`src/hw/map_pkg.sv`:
```
/*
 * widths of the two-level virtual memory map
 * virtual address fields, level-2 entry access bits
 * vector typedefs for addresses, map indices and map entries
 */

package map_pkg;

   localparam int VADDR_W  = 24;
   localparam int L1_IDX_W = 11;
   localparam int L1_ENT_W = 5;
   localparam int L2_IDX_W = 10;
   localparam int L2_ENT_W = 24;
   localparam int PAGE_W   = 14;
   localparam int OFFSET_W = 8;
   localparam int PADDR_W  = 22;

   // vaddr bits 12..8 join the level-1 entry
   localparam int L2_FIELD_W   = L2_IDX_W - L1_ENT_W;
   localparam int L2_FIELD_LSB = OFFSET_W;
   localparam int L1_FIELD_LSB = L2_FIELD_LSB + L2_FIELD_W; // bits 23..13

   // level-2 entry layout, page sits in the low bits
   localparam int L2_VALID_BIT = 23;
   localparam int L2_WPERM_BIT = 22;

   typedef logic [VADDR_W-1:0]  vaddr_t;
   typedef logic [PADDR_W-1:0]  paddr_t;
   typedef logic [L1_IDX_W-1:0] l1_idx_t;
   typedef logic [L1_ENT_W-1:0] l1_ent_t;
   typedef logic [L2_IDX_W-1:0] l2_idx_t;
   typedef logic [L2_ENT_W-1:0] l2_ent_t;
   typedef logic [PAGE_W-1:0]   page_t;
   typedef logic [OFFSET_W-1:0] offset_t;

endpackage

```
`src/hw/map_req_pkg.sv`:
```
/*
 * request side of the virtual memory map
 * operation and fault encodings
 * request, response and pipeline stage records
 */

package map_req_pkg;

   typedef enum logic [1:0]
   {
      A_XLATE = 2'd0,
      A_WR_L1 = 2'd1,
      A_WR_L2 = 2'd2  // written through the level-1 pointer
   } a_op_e;

   typedef enum logic [1:0]
   {
      B_RD_L1 = 2'd0,
      B_WR_L1 = 2'd1,
      B_RD_L2 = 2'd2,
      B_WR_L2 = 2'd3
   } b_op_e;

   typedef enum logic [1:0]
   {
      F_NONE       = 2'd0,
      F_INVALID    = 2'd1,
      F_WRITE_PROT = 2'd2
   } fault_e;

   // processor channel
   typedef struct packed
   {
      logic             valid;
      a_op_e            op;
      logic             write;  // translation is for a store
      map_pkg::vaddr_t  vaddr;
      map_pkg::l2_ent_t wdata;
   } map_a_req_t;

   // maintenance channel, level-2 uses the low addr bits
   typedef struct packed
   {
      logic             valid;
      b_op_e            op;
      map_pkg::l1_idx_t addr;
      map_pkg::l2_ent_t wdata;
   } map_b_req_t;

   typedef struct packed
   {
      logic            valid;
      fault_e          fault;
      map_pkg::paddr_t paddr;
   } map_xlate_rsp_t;

   typedef struct packed
   {
      logic             valid;
      map_pkg::l2_ent_t rdata;
   } map_b_rsp_t;

   typedef struct packed
   {
      logic             valid;
      a_op_e            op;
      logic             write;
      map_pkg::vaddr_t  vaddr;
      map_pkg::l2_ent_t wdata;
   } map_s1_t;

   typedef struct packed
   {
      logic             valid;
      logic             write;
      map_pkg::offset_t offset;
   } map_s2_t;

   typedef struct packed
   {
      logic valid;
      logic sel_l2;
   } map_b_pend_t;

endpackage

```
`src/hw/map_execute.sv`:
```
/*
 * execute stage of the map pipeline
 * forms the level-2 index from the level-1 entry and vaddr bits 12..8
 * level-2 read for a translation, level-2 write for A_WR_L2
 */

`timescale 1ns/1ps

module map_execute
(
   input  logic                 clk_a,
   input  logic                 reset,
   input  map_req_pkg::map_s1_t s1,
   input  map_pkg::l1_ent_t     l1_q,
   output map_pkg::l2_idx_t     l2_addr_a,
   output map_pkg::l2_ent_t     l2_wdata_a,
   output logic                 l2_wren_a,
   output logic                 l2_rden_a,
   output map_req_pkg::map_s2_t s2
);
   import map_pkg::*;
   import map_req_pkg::*;

   logic is_xlate;
   logic is_wr_l2;

   assign is_xlate = s1.valid && (s1.op == A_XLATE);
   assign is_wr_l2 = s1.valid && (s1.op == A_WR_L2);

   // level-1 entry selects the block, vaddr picks the entry in it
   assign l2_addr_a  = {l1_q, s1.vaddr[L2_FIELD_LSB +: L2_FIELD_W]};
   assign l2_wdata_a = s1.wdata;
   assign l2_wren_a  = is_wr_l2;
   assign l2_rden_a  = is_xlate;

   always_ff @(posedge clk_a)
   begin
      s2.write  <= s1.write;
      s2.offset <= s1.vaddr[OFFSET_W-1:0];
      if (reset)
         s2.valid <= 1'b0;
      else
         s2.valid <= is_xlate; // writes end here
   end

endmodule

```
`config.mk`:
```
export PLATFORM = sky130hd
export DESIGN_NAME = map_execute
export DESIGN_NICKNAME = d
export VERILOG_FILES = /design/src/hw/map_pkg.sv /design/src/hw/map_req_pkg.sv /design/src/hw/map_execute.sv
export SDC_FILE = /design/constraint.sdc
export NUM_CORES = 1
export LEC_CHECK = 0
export BUFFER_PORTS_ARGS = -buffer_cell sky130_fd_sc_hd__buf_2
export CORE_MARGIN = 2
export CORE_UTILIZATION = 25
export CTS_CLUSTER_DIAMETER = 150
export DETAILED_ROUTE_END_ITERATION = 12
export PLACE_DENSITY = 0.84
export SYNTH_ARGS = -nofsm -noshare
export SYNTH_HDL_FRONTEND = slang
export SYNTH_SLANG_ARGS = --single-unit
export TNS_END_PERCENT = 1
```
`constraint.sdc`:
```
create_clock -name clk_a -period 1.1 [get_ports clk_a]
set_clock_uncertainty 0.2 [all_clocks]
set_input_delay 0.22 -clock clk_a [delete_from_list [all_inputs] [get_ports clk_a]]
set_output_delay 0.22 -clock clk_a [all_outputs]
set_load 0.1 [all_outputs]
```
==> results.yml <==
flow_run:
  drv_cap: 0
global_route:
  grt_overflow: 0
  grt_max_degree: 6
  grt_pass1_wl_mm: 1.43
  antenna_found_initial: 0
  track_usage: 0.0921
  grt_pass1_vias: 327
cells_and_area:
  regArea_um2: 213
  final_nets: 111
  postLayoutCoreUtil: 0.407
  instances_no_fill: 75
  largest_reg_flops: 10
  design_area_um2: 726
  antenna_cells: 0
  reg_top3: "s2: 10 flops"
  drive_gt1_frac: 0.820
  num-fill-cells: 156
  syn_to_final_growth_pct: 48.7
  multi_input_area_um2: 43.8
  regMostFlops: "s2"
critical_path:
  crit_type: "reg -> out"
  cp_max_fo: 1
  worstSetupStartpointType: "flop"
  end_kind: "primary output"
  crit_chain: "buf_12"
  cpPeakStageDelay_ns: 0.35
  critPathTopFamily: "flip-flops"
  cp_data_required_time_ns: 0.68
  critPathBufInv: 1
  slowest_stage: "dfxtp_2"
  cp_num_cells: 1
  critPathArrivalTime_ns: 0.78
synthesis:
  yosys.area.top_type_share: 0.523
  syn_inst: 47
  synth_warnings: 0
  synth.top_cells.by_area: "buf_4 (52%), dfxtp_1 (41%), nor4b_2 (3.1%)"
  synth_area_um2: 488
  ys_seq_area_frac: 0.410
  synth_largest_area_cell: "buf_4"
  synth_fp_nets: 106
  synth_area_per_cell_um2: 10.4
  synth-seq-cells: 10
  ys_types: 5
worst_hold_path:
  min_path_cells: 2
  hold_class: "in -> reg"
power:
  leakage_uw: 0.000319
  power_density_nw_per_um2: 1310
  ir_drop_uv: 441
clock_network:
  cts_tree: "built"
  clock_path_buffers: 2
  cts_hold_buf: 9
  cts.htree.levels: 1
  clk_pin_slew_ns: 0.06
  clock_sinks: 10
  numCtsBuffers: 3
  clockRootBuffer: "clkbuf_4"
timing:
  final_max_slew_viol_count: 0
  max_clock_freq_mhz: 835
  setup_viol: 12
  hold_viol: 1
  grt_setup_unrepaired: "yes"
  hold_ws_ns: -0.0798
  relSlewSlack: 0.864
  layout_setup_ws_ns: -0.0981
  post-route-period-util: 1.09
  tightest_slew_ns: 0.204
  period_minus_slack_ns: 1.20
status:
  violations: "hold timing, setup timing"
  status: "finished with violations"
floorplanning:
  io_pins: 105
  rows: 15
  die_h_um: 48.2
  floorplan.initialDensity: 0.274
  die-area_um2: 2320
  core_um2: 1780
  dieWidth_um: 48.2
placed_design:
  dp_cells: 63
  placed_cell_area_um2: 581
  portBuffers: 25
  hpwl_um: 806
  gp_congestion: 0.563
  place_ws_ns: -0.117
detailed_routing:
  drt_pass1_iterations: 1
  vias_per_cell: 3.96
  drtIter0Drc: 0
  drc: 0
  wl_mm: 1.19
  postRouteAntennaNets: 0
  wl_per_cell_um: 15.9
  vias: 297
-- routing by layer --
| layer | GRT usage | part of all wire | up-vias |
|---|---|---|---|
| met5 | 0 | 0 | - |
| met4 | 0.0432 | 0.0017 | 0 |
| met3 | 0.0852 | 0.22 | 2 |
| met2 | 0.195 | 0.56 | 52 |
| met1 | 0.0379 | 0.22 | 125 |
| li1 | - | - | 118 |
-- path summary, 6_finish.rpt --
check	startpoint	to
max	s2[5]	s2[5]
min	s1[49]	s2[9]
-- final cells by class --
class	count	share of cell area
well taps	25	0.0431
flip-flops and latches	10	0.293
multi-input cells	3	0.0603
clock buffers	3	0.0310
repair buffers	34	0.572
-- per-stage QoR --
step	total power, uW	hold slack [ns]	setup TNS, ns
floorplan	1140	0.0477	-2.75
global placement	681	0.124	-0.212
detailed placement	686	0.125	-0.230
CTS	956	-0.0920	-1.12
global route	978	-0.0858	-1.25
finish	947	-0.0798	-0.992
-- kinds of logic (layout without fill, tap and decap cells) --
kind of cell,Yosys count,after routing,share of synthesized area
buf+inv,34,37,0.523
flops,10,10,0.410
simple gates,3,3,0.0667
-- repair_timing --
action                                  in CTS  in global routing
hold endpoints to repair                    10                  1
endpoints found under the setup margin      12                 12
cloned                                       0                  0
setup buffers                                0                  0
resized for setup                           16                  0
pin swaps                                    1                  0
-- power breakdown --
group | switching [uW] | leakage [uW] | total, uW | internal (uW)
clock | 106 | 0.0000138 | 231 | 125
sequential | 15.8 | 0.0000846 | 401 | 385
combinational | 185 | 0.000220 | 315 | 130
total | 306 | 0.000319 | 947 | 641
-- cell usage after synthesis (all sizes together) --
master  instances
buf            34
dfxtp          10
and3b           1
nor3b           1
nor4b           1
-- cells in the final DEF, fill, tap and decap left out, drive strengths merged --
cell type     n
and3b         1
nor4b         1
dlygate4sd3   9
clkbuf        3
dfxtp        10
buf          25
nor3b         1
(Power assumes the default switching activity.)
