**src/hw/map_pkg.sv**
```systemverilog
/*
 * widths of the two-level virtual memory map
 * virtual address fields, level-2 entry access bits
 * vector typedefs for addresses, map indices and map entries
 */

package map_pkg;

   localparam int VADDR_W  = 24;
   localparam int L1_IDX_W = 11;
   localparam int L1_ENT_W = 5;
   localparam int L2_IDX_W = 10;
   localparam int L2_ENT_W = 24;
   localparam int PAGE_W   = 14;
   localparam int OFFSET_W = 8;
   localparam int PADDR_W  = 22;

   // vaddr bits 12..8 join the level-1 entry
   localparam int L2_FIELD_W   = L2_IDX_W - L1_ENT_W;
   localparam int L2_FIELD_LSB = OFFSET_W;
   localparam int L1_FIELD_LSB = L2_FIELD_LSB + L2_FIELD_W; // bits 23..13

   // level-2 entry layout, page sits in the low bits
   localparam int L2_VALID_BIT = 23;
   localparam int L2_WPERM_BIT = 22;

   typedef logic [VADDR_W-1:0]  vaddr_t;
   typedef logic [PADDR_W-1:0]  paddr_t;
   typedef logic [L1_IDX_W-1:0] l1_idx_t;
   typedef logic [L1_ENT_W-1:0] l1_ent_t;
   typedef logic [L2_IDX_W-1:0] l2_idx_t;
   typedef logic [L2_ENT_W-1:0] l2_ent_t;
   typedef logic [PAGE_W-1:0]   page_t;
   typedef logic [OFFSET_W-1:0] offset_t;

endpackage

```
**src/hw/map_req_pkg.sv**
```systemverilog
/*
 * request side of the virtual memory map
 * operation and fault encodings
 * request, response and pipeline stage records
 */

package map_req_pkg;

   typedef enum logic [1:0]
   {
      A_XLATE = 2'd0,
      A_WR_L1 = 2'd1,
      A_WR_L2 = 2'd2  // written through the level-1 pointer
   } a_op_e;

   typedef enum logic [1:0]
   {
      B_RD_L1 = 2'd0,
      B_WR_L1 = 2'd1,
      B_RD_L2 = 2'd2,
      B_WR_L2 = 2'd3
   } b_op_e;

   typedef enum logic [1:0]
   {
      F_NONE       = 2'd0,
      F_INVALID    = 2'd1,
      F_WRITE_PROT = 2'd2
   } fault_e;

   // processor channel
   typedef struct packed
   {
      logic             valid;
      a_op_e            op;
      logic             write;  // translation is for a store
      map_pkg::vaddr_t  vaddr;
      map_pkg::l2_ent_t wdata;
   } map_a_req_t;

   // maintenance channel, level-2 uses the low addr bits
   typedef struct packed
   {
      logic             valid;
      b_op_e            op;
      map_pkg::l1_idx_t addr;
      map_pkg::l2_ent_t wdata;
   } map_b_req_t;

   typedef struct packed
   {
      logic            valid;
      fault_e          fault;
      map_pkg::paddr_t paddr;
   } map_xlate_rsp_t;

   typedef struct packed
   {
      logic             valid;
      map_pkg::l2_ent_t rdata;
   } map_b_rsp_t;

   typedef struct packed
   {
      logic             valid;
      a_op_e            op;
      logic             write;
      map_pkg::vaddr_t  vaddr;
      map_pkg::l2_ent_t wdata;
   } map_s1_t;

   typedef struct packed
   {
      logic             valid;
      logic             write;
      map_pkg::offset_t offset;
   } map_s2_t;

   typedef struct packed
   {
      logic valid;
      logic sel_l2;
   } map_b_pend_t;

endpackage

```
**src/hw/map_decode.sv**
```systemverilog
/*
 * decode stage of the map pipeline
 * channel A drives level-1 port a and registers the stage 1 record
 * channel B drives port b of both maps and records pending reads
 */

`timescale 1ns/1ps

module map_decode
(
   input  logic                     clk_a,
   input  logic                     reset,
   input  map_req_pkg::map_a_req_t  a_req,
   input  map_req_pkg::map_b_req_t  b_req,
   output map_pkg::l1_idx_t         l1_addr_a,
   output map_pkg::l1_ent_t         l1_wdata_a,
   output logic                     l1_wren_a,
   output logic                     l1_rden_a,
   output map_pkg::l1_idx_t         l1_addr_b,
   output map_pkg::l1_ent_t         l1_wdata_b,
   output logic                     l1_wren_b,
   output logic                     l1_rden_b,
   output map_pkg::l2_idx_t         l2_addr_b,
   output map_pkg::l2_ent_t         l2_wdata_b,
   output logic                     l2_wren_b,
   output logic                     l2_rden_b,
   output map_req_pkg::map_s1_t     s1,
   output map_req_pkg::map_b_pend_t b_pend
);
   import map_pkg::*;
   import map_req_pkg::*;

   // channel A, level-1 pointer lookup
   assign l1_addr_a  = a_req.vaddr[L1_FIELD_LSB +: L1_IDX_W];
   assign l1_wdata_a = a_req.wdata[L1_ENT_W-1:0];
   assign l1_wren_a  = a_req.valid && (a_req.op == A_WR_L1);
   assign l1_rden_a  = a_req.valid && (a_req.op == A_XLATE || a_req.op == A_WR_L2);

   // channel B goes straight at either map
   assign l1_addr_b  = b_req.addr;
   assign l1_wdata_b = b_req.wdata[L1_ENT_W-1:0];
   assign l1_wren_b  = b_req.valid && (b_req.op == B_WR_L1);
   assign l1_rden_b  = b_req.valid && (b_req.op == B_RD_L1);

   assign l2_addr_b  = b_req.addr[L2_IDX_W-1:0];
   assign l2_wdata_b = b_req.wdata;
   assign l2_wren_b  = b_req.valid && (b_req.op == B_WR_L2);
   assign l2_rden_b  = b_req.valid && (b_req.op == B_RD_L2);

   always_ff @(posedge clk_a)
   begin
      s1.op    <= a_req.op;
      s1.write <= a_req.write;
      s1.vaddr <= a_req.vaddr;
      s1.wdata <= a_req.wdata;
      if (reset)
         s1.valid <= 1'b0;
      else
         s1.valid <= a_req.valid;
   end

   // only reads expect a response
   always_ff @(posedge clk_a)
   begin
      b_pend.sel_l2 <= l2_rden_b;
      if (reset)
         b_pend.valid <= 1'b0;
      else
         b_pend.valid <= l1_rden_b || l2_rden_b;
   end

endmodule

```
**config.mk**
```make
export PLATFORM = sky130hd
export DESIGN_NAME = map_decode
export DESIGN_NICKNAME = d
export VERILOG_FILES = /design/src/hw/map_pkg.sv /design/src/hw/map_req_pkg.sv /design/src/hw/map_decode.sv
export SDC_FILE = /design/constraint.sdc
export NUM_CORES = 1
export LEC_CHECK = 0
export ABC_AREA = 1
export BUFFER_PORTS_ARGS = -buffer_cell sky130_fd_sc_hd__buf_2
export CORE_AREA = 2 2 84 86
export CTS_BUF_LIST = sky130_fd_sc_hd__clkbuf_8
export CTS_CLUSTER_SIZE = 24
export DETAILED_ROUTE_END_ITERATION = 10
export DIE_AREA = 0 0 86 88
export PLACE_DENSITY = 0.66
export SYNTH_ARGS = -nofsm -noshare
export SYNTH_HDL_FRONTEND = slang
export SYNTH_SLANG_ARGS = --single-unit
export TNS_END_PERCENT = 1
```
**constraint.sdc**
```tcl
create_clock -name clk_a -period 0.8 [get_ports clk_a]
set_input_delay 0.12 -clock clk_a [delete_from_list [all_inputs] [get_ports clk_a]]
set_output_delay 0.12 -clock clk_a [all_outputs]
set_load 0.03 [all_outputs]
```
==> run metrics <==
Cell variety after synth 6; global route overflow 0; fraction of layout cells with a size suffix above 1 0.750; all-layer global routing usage 0.111; Lkg Pwr about 1.4 nW; antenna violations before repair 1; # IOs between 200 and 250; Place WS between 0.05 and 0.06 ns; CTS max path bufs 2; Post-DP Area approximately 1900 µm²; sequential element share of the synthesized area 0.664; CP bufs+invs 1; Fin. Hold Viols 0; crit-path cells buf_6; fin nets 351; num rows 30; outcome finished with violations; crit path launch type flop; number of setup buffers added after CTS 0; GPL Wtd Cong roughly 0.63; post-synthesis simple-gate area fraction 0.0276; Slew HR 0.888; Layout Cells excl Fill 341; Pre-antenna DRT Iters 4; CTS Sinks 54; Crit. End Element output port; Die Area between 7000 and 8000 µm²; Placed Instances 280; total CTS buffers 5; clock root buffer clkbuf_8; Setup violations, final 54; Slew @ Worst Pin approximately 0.17 ns; Post-Synthesis Cells between 100 and 150; hold path startpoint b_req[35]; max-slew violations 0; Syn Area/Cell 12.2 µm²; Crit path max-delay family flip-flops; Vias around 1,300; first-pass GRT wire length about 6.3 mm; Post-Syn Area 1630 µm²; Final Instance Area between 2000 and 3000 µm²; MaxCap Viol Count 0; post-route antenna net violation count 0; vias in the first global route 1,244; unrepaired setup endpoints after global routing true; main area contributors after synthesis dfxtp_1 66%, buf_4 30%, nor2_1 1.8%; CP max stage delay between 0.3 and 0.4 ns; DRT Wirelength around 4.8 mm; die width between 80 and 90 µm; main combinational cell family by area after synthesis buffers and inverters; Compound-Gate Fraction of Synth Area 0; area leader, netlist dfxtp_1; crit path DAT a little under 0.8 ns; DR DRC count 0; Power, Total between 0.005 and 0.006 W; final period utilization 1.13; mux contribution to synthesized area 0; Tmin final approximately 0.90 ns; initial core utilization 0.245; Syn Nets 226; Core Box Area between 6000 and 7000 µm²; #FFs+latches synth 54; f_max 1.11 GHz; XOR/XNOR Fraction of Synth Area 0; WP data required 0.68 ns; Die Ht between 80 and 90 µm; WL per Instance ~14 µm; CTS tree built; IO buf count 132; H-tree Lvls 2; maximum VDD drop roughly 0.0007 V; area delta synth->final 80.4%; Critical Path Fanout Max 1; initial drt markers 23; Final WS setup -0.103 ns; failing checks negative setup slack; PD cells between 2000 and 2500 nW/µm²; Crit. Startpoint s1[33]; Post-Synth Adder-Cell Area 0; largest net degree at the start of global routing 19; placed wire-length estimate approximately 3.0 mm; Yosys warning total 0; Final Util 0.442; vias per inst roughly 3.7; clk slew on worst S/H paths about 0.090 ns; worst min path class in -> reg; critical path class reg -> out; top-area cell type share of the netlist area 0.664; Crit-path slowest cell dfxtp_2
[cell families after synthesis]
family,count (synthesis)
buffers and inverters,68
flip-flops,54
AND/OR/NAND/NOR,12
[cells in the final DEF (no fill, tap or decap), drive strengths merged]
| master | instances |
|---|---|
| nand2 | 4 |
| bufinv | 1 |
| dlygate4sd3 | 52 |
| buf | 132 |
| diode | 1 |
| clkinv | 1 |
| dfxtp | 54 |
| nor2 | 8 |
| inv | 3 |
| clkbuf | 5 |
[through the flow]
step                hold WS [ns]  setup TNS, ns
finish                    0.0186          -4.14
floorplan                  0.148              0
global route             0.00813          -5.95
global placement           0.223              0
detailed placement         0.224              0
CTS                      0.00973          -4.71
[final timing paths]
check,end,slack (ns),cells after the start
setup / recovery,s1[33],-0.10,1
hold / removal,b_pend[0],0.02,2
[cells in the mapped netlist]
master   number
nor2_1        8
inv_1         1
inv_2         1
nand2_1       4
buf_4        66
dfxtp_1      54
[what timing repair did]
action	CTS	global route
resized for setup	162	0
setup endpoints to repair	54	54
pin swaps	0	0
endpoints found under the hold margin	53	0
hold buffers	52	0
[report_power, final]
part | switching, W | internal, W
Clock | 0.000881 | 0.000949
Combinational | 0.000584 | 0.000565
Sequential | 0.0000680 | 0.00286
[layer usage]
metal / GRT usage / share of wire
met5: 0 / 0
met1: 0.0941 / 0.31
met3: 0.0509 / 0.13
met4: 0.0837 / 0.052
met2: 0.204 / 0.51
[layout make-up]
| cell class | count | area, µm² |
|---|---|---|
| repair buffers | 184 | 1520 |
| inverters | 2 | 7.51 |
| fillers | 555 | 3700 |
| flip-flops and latches | 54 | 1150 |
| diodes | 1 | 2.50 |
| clock buffers | 5 | 68.8 |
| multi-input cells | 12 | 45.0 |
| well taps | 80 | 100 |
| clock inverters | 3 | 47.5 |
[state kept, by name (all words and copies together), names as in the netlist]
name    cells
s1         52
b_pend      2
Note: power is estimated with default switching activity, not from simulation.
