[src/hw/map_pkg.sv]
/*
 * widths of the two-level virtual memory map
 * virtual address fields, level-2 entry access bits
 * vector typedefs for addresses, map indices and map entries
 */

package map_pkg;

   localparam int VADDR_W  = 24;
   localparam int L1_IDX_W = 11;
   localparam int L1_ENT_W = 5;
   localparam int L2_IDX_W = 10;
   localparam int L2_ENT_W = 24;
   localparam int PAGE_W   = 14;
   localparam int OFFSET_W = 8;
   localparam int PADDR_W  = 22;

   // vaddr bits 12..8 join the level-1 entry
   localparam int L2_FIELD_W   = L2_IDX_W - L1_ENT_W;
   localparam int L2_FIELD_LSB = OFFSET_W;
   localparam int L1_FIELD_LSB = L2_FIELD_LSB + L2_FIELD_W; // bits 23..13

   // level-2 entry layout, page sits in the low bits
   localparam int L2_VALID_BIT = 23;
   localparam int L2_WPERM_BIT = 22;

   typedef logic [VADDR_W-1:0]  vaddr_t;
   typedef logic [PADDR_W-1:0]  paddr_t;
   typedef logic [L1_IDX_W-1:0] l1_idx_t;
   typedef logic [L1_ENT_W-1:0] l1_ent_t;
   typedef logic [L2_IDX_W-1:0] l2_idx_t;
   typedef logic [L2_ENT_W-1:0] l2_ent_t;
   typedef logic [PAGE_W-1:0]   page_t;
   typedef logic [OFFSET_W-1:0] offset_t;

endpackage

[src/hw/map_req_pkg.sv]
/*
 * request side of the virtual memory map
 * operation and fault encodings
 * request, response and pipeline stage records
 */

package map_req_pkg;

   typedef enum logic [1:0]
   {
      A_XLATE = 2'd0,
      A_WR_L1 = 2'd1,
      A_WR_L2 = 2'd2  // written through the level-1 pointer
   } a_op_e;

   typedef enum logic [1:0]
   {
      B_RD_L1 = 2'd0,
      B_WR_L1 = 2'd1,
      B_RD_L2 = 2'd2,
      B_WR_L2 = 2'd3
   } b_op_e;

   typedef enum logic [1:0]
   {
      F_NONE       = 2'd0,
      F_INVALID    = 2'd1,
      F_WRITE_PROT = 2'd2
   } fault_e;

   // processor channel
   typedef struct packed
   {
      logic             valid;
      a_op_e            op;
      logic             write;  // translation is for a store
      map_pkg::vaddr_t  vaddr;
      map_pkg::l2_ent_t wdata;
   } map_a_req_t;

   // maintenance channel, level-2 uses the low addr bits
   typedef struct packed
   {
      logic             valid;
      b_op_e            op;
      map_pkg::l1_idx_t addr;
      map_pkg::l2_ent_t wdata;
   } map_b_req_t;

   typedef struct packed
   {
      logic            valid;
      fault_e          fault;
      map_pkg::paddr_t paddr;
   } map_xlate_rsp_t;

   typedef struct packed
   {
      logic             valid;
      map_pkg::l2_ent_t rdata;
   } map_b_rsp_t;

   typedef struct packed
   {
      logic             valid;
      a_op_e            op;
      logic             write;
      map_pkg::vaddr_t  vaddr;
      map_pkg::l2_ent_t wdata;
   } map_s1_t;

   typedef struct packed
   {
      logic             valid;
      logic             write;
      map_pkg::offset_t offset;
   } map_s2_t;

   typedef struct packed
   {
      logic valid;
      logic sel_l2;
   } map_b_pend_t;

endpackage

[src/hw/map_result.sv]
/*
 * result stage of the map pipeline
 * access check and physical address for translations
 * maintenance read data, level-1 entries zero-extended
 */

`timescale 1ns/1ps

module map_result
(
   input  logic                        clk_a,
   input  logic                        reset,
   input  map_req_pkg::map_s2_t        s2,
   input  map_pkg::l2_ent_t            l2_q_a,
   input  map_req_pkg::map_b_pend_t    b_pend,
   input  map_pkg::l1_ent_t            l1_q_b,
   input  map_pkg::l2_ent_t            l2_q_b,
   output map_req_pkg::map_xlate_rsp_t a_rsp,
   output map_req_pkg::map_b_rsp_t     b_rsp
);
   import map_pkg::*;
   import map_req_pkg::*;

   fault_e  fault;
   page_t   page;
   l2_ent_t b_rdata;

   assign page = l2_q_a[PAGE_W-1:0];

   // invalid takes precedence over write protect
   always_comb
   begin
      if (!l2_q_a[L2_VALID_BIT])
         fault = F_INVALID;
      else if (s2.write && !l2_q_a[L2_WPERM_BIT])
         fault = F_WRITE_PROT;
      else
         fault = F_NONE;
   end

   assign b_rdata = b_pend.sel_l2 ? l2_q_b : {{(L2_ENT_W-L1_ENT_W){1'b0}}, l1_q_b};

   always_ff @(posedge clk_a)
   begin
      a_rsp.fault <= fault;
      a_rsp.paddr <= {page, s2.offset}; // paddr even on a fault
      if (reset)
         a_rsp.valid <= 1'b0;
      else
         a_rsp.valid <= s2.valid;
   end

   always_ff @(posedge clk_a)
   begin
      b_rsp.rdata <= b_rdata;
      if (reset)
         b_rsp.valid <= 1'b0;
      else
         b_rsp.valid <= b_pend.valid;
   end

endmodule

[config.mk]
export PLATFORM = sky130hd
export DESIGN_NAME = map_result
export DESIGN_NICKNAME = d
export VERILOG_FILES = /design/src/hw/map_pkg.sv /design/src/hw/map_req_pkg.sv /design/src/hw/map_result.sv
export SDC_FILE = /design/constraint.sdc
export NUM_CORES = 1
export LEC_CHECK = 0
export BUFFER_PORTS_ARGS = -buffer_cell sky130_fd_sc_hd__buf_2
export CAP_MARGIN = 20
export CORE_UTILIZATION = 37
export DETAILED_ROUTE_END_ITERATION = 16
export GPL_ROUTABILITY_DRIVEN = 0
export GPL_TIMING_DRIVEN = 0
export HOLD_SLACK_MARGIN = 0.02
export PLACE_DENSITY = 0.88
export REMOVE_ABC_BUFFERS = 1
export SLEW_MARGIN = 20
export SYNTH_ARGS = -nofsm -noshare
export SYNTH_HDL_FRONTEND = slang
export SYNTH_SLANG_ARGS = --single-unit
[constraint.sdc]
create_clock -name clk_a -period 1.91 [get_ports clk_a]
set_input_delay 0.4775 -clock clk_a [delete_from_list [all_inputs] [get_ports clk_a]]
set_output_delay 0.4775 -clock clk_a [all_outputs]
set_load 0.1 [all_outputs]
==> flow_metrics.env, run 1 <==
export IMPL_die_h_um=59.6
export IMPL_power_switching_uw=795
export IMPL_coreArea_um2=3100
export IMPL_netlist_area_um2=1230
export IMPL_htreeDepth=2
export IMPL_postRouteAntennaNets=0
export IMPL_rows=20
export IMPL_yosysWarnings=0
export IMPL_rsz0062_at_grt="no"
export IMPL_cp_num_buf_inv=1
export IMPL_p_per_area_nw_per_um2=1200
export IMPL_fin_setup_tns_ps=0
export IMPL_cts_root_buf="clkbuf_4"
export IMPL_track_usage_pct=14.9
export IMPL_drc=0
export IMPL_layout_min_cycle_time_ps=1610
export IMPL_cts_tree="done"
export IMPL_crit_path_max_incr_delay_ps=430
export IMPL_boundaryPins=117
export IMPL_max_cap_violations=0
export IMPL_crit_path_max_fanout=1
export IMPL_ys_ff_latch=50
export IMPL_comb_power_share_pct=25.4
export IMPL_max_slew_worst_pin_slew_ps=502
export IMPL_drv_slew=0
export IMPL_layout_common_cells="buf_2 (108), dfxtp_1 (50), and2_1 (14)"
export IMPL_vdd_drop_max_v=0.000481
export IMPL_crit_chain="buf_2"
export IMPL_critical_path_required_ps=1430
export IMPL_syn_to_final_growth_pct=53.6
export IMPL_synth_distinct_cells=10
export IMPL_sw_frac_of_total_pct=35.0
export IMPL_synthCells=80
export IMPL_drt_iter0_drc=17
export IMPL_crit_type="reg -> out"
export IMPL_cp_start_kind="register"
export IMPL_drive_above_1_share_pct=64.4
export IMPL_postCtsSetupBuffers=0
export IMPL_critPathTopFamily="buffers and inverters"
export IMPL_hold_buffers=0
export IMPL_grt_overflow_total=0
export IMPL_avgSynthCellArea_um2=15.3
export IMPL_hp_class="in -> reg"
export IMPL_hold_viol=0
export IMPL_cts_buffer_depth=2
export IMPL_clkTransAtPathRegs_ps=130
export IMPL_arrival_ps=1130
export IMPL_cts_sinks=50
export IMPL_cts_resized=0
export IMPL_slowest_stage="buf_2"
export IMPL_critPathCaptureType="primary output"
export IMPL_drtPass1Iterations=3
export IMPL_num_vias=963
export IMPL_nets=260
export IMPL_post_drt_wl_per_cell_um=11.2
export IMPL_final_period_utilization_pct=84.4
export IMPL_via_per_inst=4.05
export IMPL_cts_buffers=5
export IMPL_static_leakage_power_uw=0.000996
export IMPL_seq_power_share_pct=49.0
export IMPL_grt_start_max_net_pins=25
export IMPL_pwr_share_clk_pct=25.6
export IMPL_max_freq_mhz=620
export IMPL_internal_power_uw=1480
export IMPL_final_common_cell="buf_2"
export IMPL_yosysSeqAreaShare_pct=81.5
export IMPL_slew_headroom_pct=66.7
export IMPL_hold_ws_ps=213
export IMPL_port_buffers=108
export IMPL_dp_hpwl_um=2210
export IMPL_outcome="finished clean"
export IMPL_final_util_pct=60.8
export IMPL_start_util_pct=39.6
export IMPL_antenna_found_initial=0
export IMPL_grt_pass1_wl_um=3770
export IMPL_diodes=0
export IMPL_grt_pass1_vias=892
export IMPL_die_width_um=59.6
export IMPL_setup_viol=0
export IMPL_drt_wl_total_um=2660
export IMPL_die_area_um2=3550
power groups by stage:
| stage | Sequential, µW | Clock (µW) | Combinational (µW) |
|---|---|---|---|
| global placement | 1130 | 0 | 574 |
| finish | 1110 | 582 | 576 |
| CTS | 1110 | 599 | 579 |
| global route | 1120 | 659 | 594 |
| floorplan | 1570 | 0 | 25.9 |
| detailed placement | 1140 | 0 | 579 |
synth_stat cells, drive strengths merged:
library cell   n  share of area, %
mux2           5               4.9
and2          19                10
and3b          1              0.71
clkbuf         1              0.41
buf            1              0.92
nor2b          2               1.0
dfxtp         50                82
inv            1              0.31
kinds of logic after synthesis:
group / after synthesis / synth area share, %
and+or+nand+nor: 22 / 11.9
muxes: 5 / 4.89
DFF: 50 / 81.5
buffers and inverters: 3 / 1.63
layer usage:
| layer | vias to the layer above | share of wire [%] | GRT usage [%] |
|---|---|---|---|
| met3 | 5 | 14 | 8.30 |
| met5 | - | 0 | 0 |
| met2 | 69 | 52 | 27.0 |
| met4 | 0 | 1.1 | 5.32 |
| met1 | 419 | 33 | 13.9 |
| li1 | 470 | - | - |
flip-flops by register name (all words and copies together) (netlist names):
name and flops:
a_rsp 25, b_rsp 25
layout make-up:
cell class	instances	area [µm²]
Fill cell	265	1220
Sequential cell	50	1000
Timing Repair Buffer	108	541
Multi-Input combinational cell	27	206
Tap cell	44	55.1
Clock buffer	6	41.3
Clock inverter	2	37.5
Inverter	1	3.75
stage by stage:
step	setup slack (ps)	power, µW	std cells	instance area, µm²
finish	298	2270	238	1890
global route	244	2370	238	1890
CTS	277	2290	238	1890
detailed placement	621	1720	230	1810
global placement	609	1710	230	1810
floorplan	524	1590	78	1210
worst paths after layout:
path | slack [ps] | depth (start not counted) | to | start
max | 300 | 1 | a_rsp[11] | a_rsp[11]
min | 210 | 1 | a_rsp[7] | s2[7]
No activity file was read; power rests on OpenSTA's default activity.
==> run 2: changes to the inputs <==
--- a/config.mk
+++ b/config.mk
@@ -7,12 +7,12 @@
 export LEC_CHECK = 0
 export BUFFER_PORTS_ARGS = -buffer_cell sky130_fd_sc_hd__buf_2
 export CAP_MARGIN = 20
-export CORE_UTILIZATION = 37
+export CORE_UTILIZATION = 35
 export DETAILED_ROUTE_END_ITERATION = 16
 export GPL_ROUTABILITY_DRIVEN = 0
 export GPL_TIMING_DRIVEN = 0
 export HOLD_SLACK_MARGIN = 0.02
-export PLACE_DENSITY = 0.88
+export PLACE_DENSITY = 0.85
 export REMOVE_ABC_BUFFERS = 1
 export SLEW_MARGIN = 20
 export SYNTH_ARGS = -nofsm -noshare
==> constraint.sdc (replaced) <==
create_clock -name clk_a -period 1.65 [get_ports clk_a]
set_input_delay 0.4125 -clock clk_a [delete_from_list [all_inputs] [get_ports clk_a]]
set_output_delay 0.4125 -clock clk_a [all_outputs]
set_load 0.1 [all_outputs]
==> run 2 against run 1 <==
- combinational power rose by 15%
- hold slack lost 59 ps
- flip-flop and latch count stayed put
- clock power down 14%
- final area decreased by 1.1%
- sequential power rose by 16%
- critical path type unchanged
- largest power group unchanged
- highest routed layer unchanged
==> flow_metrics.env, run 2 (synthesis gave the netlist of run 1 again) <==
export IMPL_die_width_um=61.2
export IMPL_drc=0
export IMPL_design_area_um2=1860
export IMPL_port_buffers=108
export IMPL_hold_viol=0
export IMPL_cts_buffers=5
export IMPL_p_per_area_nw_per_um2=1320
export IMPL_track_usage_pct=12.5
export IMPL_layout_common_cells="buf_2 (108), dfxtp_1 (50), and2_1 (14)"
export IMPL_hold_buffers=0
export IMPL_static_leakage_power_uw=0.000990
export IMPL_slowest_stage="buf_2"
export IMPL_post_drt_wl_per_cell_um=9.38
export IMPL_start_util_pct=36.8
export IMPL_setup_viol=0
export IMPL_cp_num_buf_inv=1
export IMPL_hold_ws_ps=154
export IMPL_via_per_inst=3.98
export IMPL_drtPass1Iterations=2
export IMPL_coreArea_um2=3340
export IMPL_grt_pass1_wl_um=3300
export IMPL_crit_chain="buf_2"
export IMPL_critPathTopFamily="buffers and inverters"
export IMPL_drt_wl_total_um=2250
export IMPL_grt_start_max_net_pins=25
export IMPL_crit_path_max_fanout=1
export IMPL_final_common_cell="buf_2"
export IMPL_cp_start_kind="register"
export IMPL_drive_above_1_share_pct=64.4
export IMPL_placed_cell_area_um2=1810
export IMPL_boundaryPins=117
export IMPL_num_vias=955
export IMPL_diodes=0
export IMPL_cts_resized=0
export IMPL_cts_sinks=50
export IMPL_nets=260
export IMPL_grt_overflow_total=0
export IMPL_clkTransAtPathRegs_ps=130
export IMPL_hp_class="in -> reg"
export IMPL_postRouteAntennaNets=0
export IMPL_die_area_um2=3750
export IMPL_grt_pass1_vias=874
export IMPL_critical_path_required_ps=1240
export IMPL_crit_type="reg -> out"
export IMPL_fin_setup_tns_ps=0
export IMPL_rows=21
export IMPL_antenna_found_initial=0
export IMPL_drt_iter0_drc=14
export IMPL_cp_startpoint="a_rsp[2]"
export IMPL_drv_slew=0
export IMPL_vdd_drop_max_v=0.000547
export IMPL_cts_root_buf="clkbuf_4"
export IMPL_dp_hpwl_um=1880
export IMPL_syn_to_final_growth_pct=51.9
export IMPL_htreeDepth=2
export IMPL_crit_path_max_incr_delay_ps=420
export IMPL_max_cap_violations=0
export IMPL_max_freq_mhz=658
export IMPL_cts_buffer_depth=2
export IMPL_critPathCaptureType="primary output"
export IMPL_final_period_utilization_pct=92.0
export IMPL_slew_headroom_pct=67.1
export IMPL_outcome="finished clean"
export IMPL_die_h_um=61.2
export IMPL_arrival_ps=1110
export IMPL_layout_min_cycle_time_ps=1520
export IMPL_top_regs="a_rsp: 25 flops, b_rsp: 25 flops"
export IMPL_max_slew_worst_pin_slew_ps=497
export IMPL_hold_path_startpoint="l2_q_a[6]"
export IMPL_postCtsSetupBuffers=0
export IMPL_cts_tree="done"
export IMPL_rsz0062_at_grt="no"
## run 2: cell type report
| cell class | count | area [µm²] |
|---|---|---|
| multi-input cells | 27 | 206 |
| clock buffers | 6 | 41.3 |
| flip-flops and latches | 50 | 1000 |
| inverters | 1 | 3.75 |
| repair buffers | 108 | 541 |
| fillers | 312 | 1470 |
| clock inverters | 2 | 13.8 |
| well taps | 46 | 57.6 |
## run 2: worst paths after layout
check	to	slack, ps	cells past startpoint
worst max-delay path	a_rsp[2]	130	1
worst min-delay path	a_rsp[14]	150	1
## run 2: layer usage
layer | share of wire [%] | GRT usage [%]
met1 | 35 | 11.3
met2 | 49 | 22.0
met3 | 14 | 7.56
met4 | 1.6 | 5.84
met5 | 0 | 0
## run 2: through the flow
stage          util [%]  worst slack (ps)  instances  total power, µW
4_1_cts            55.9              94.1        240             2490
6_report           55.9               131        240             2450
3_5_place_dp       54.2               447        232             1980
5_1_grt            55.9              52.5        240             2570
2_1_floorplan         -               329         78             1840
3_3_place_gp       54.2               452        232             1980
## run 2: power by group
part | switching, µW | internal [µW] | total (µW)
Combinational | 548 | 115 | 663
Clock | 334 | 168 | 502
Sequential | 13.3 | 1270 | 1290
Total | 896 | 1560 | 2450
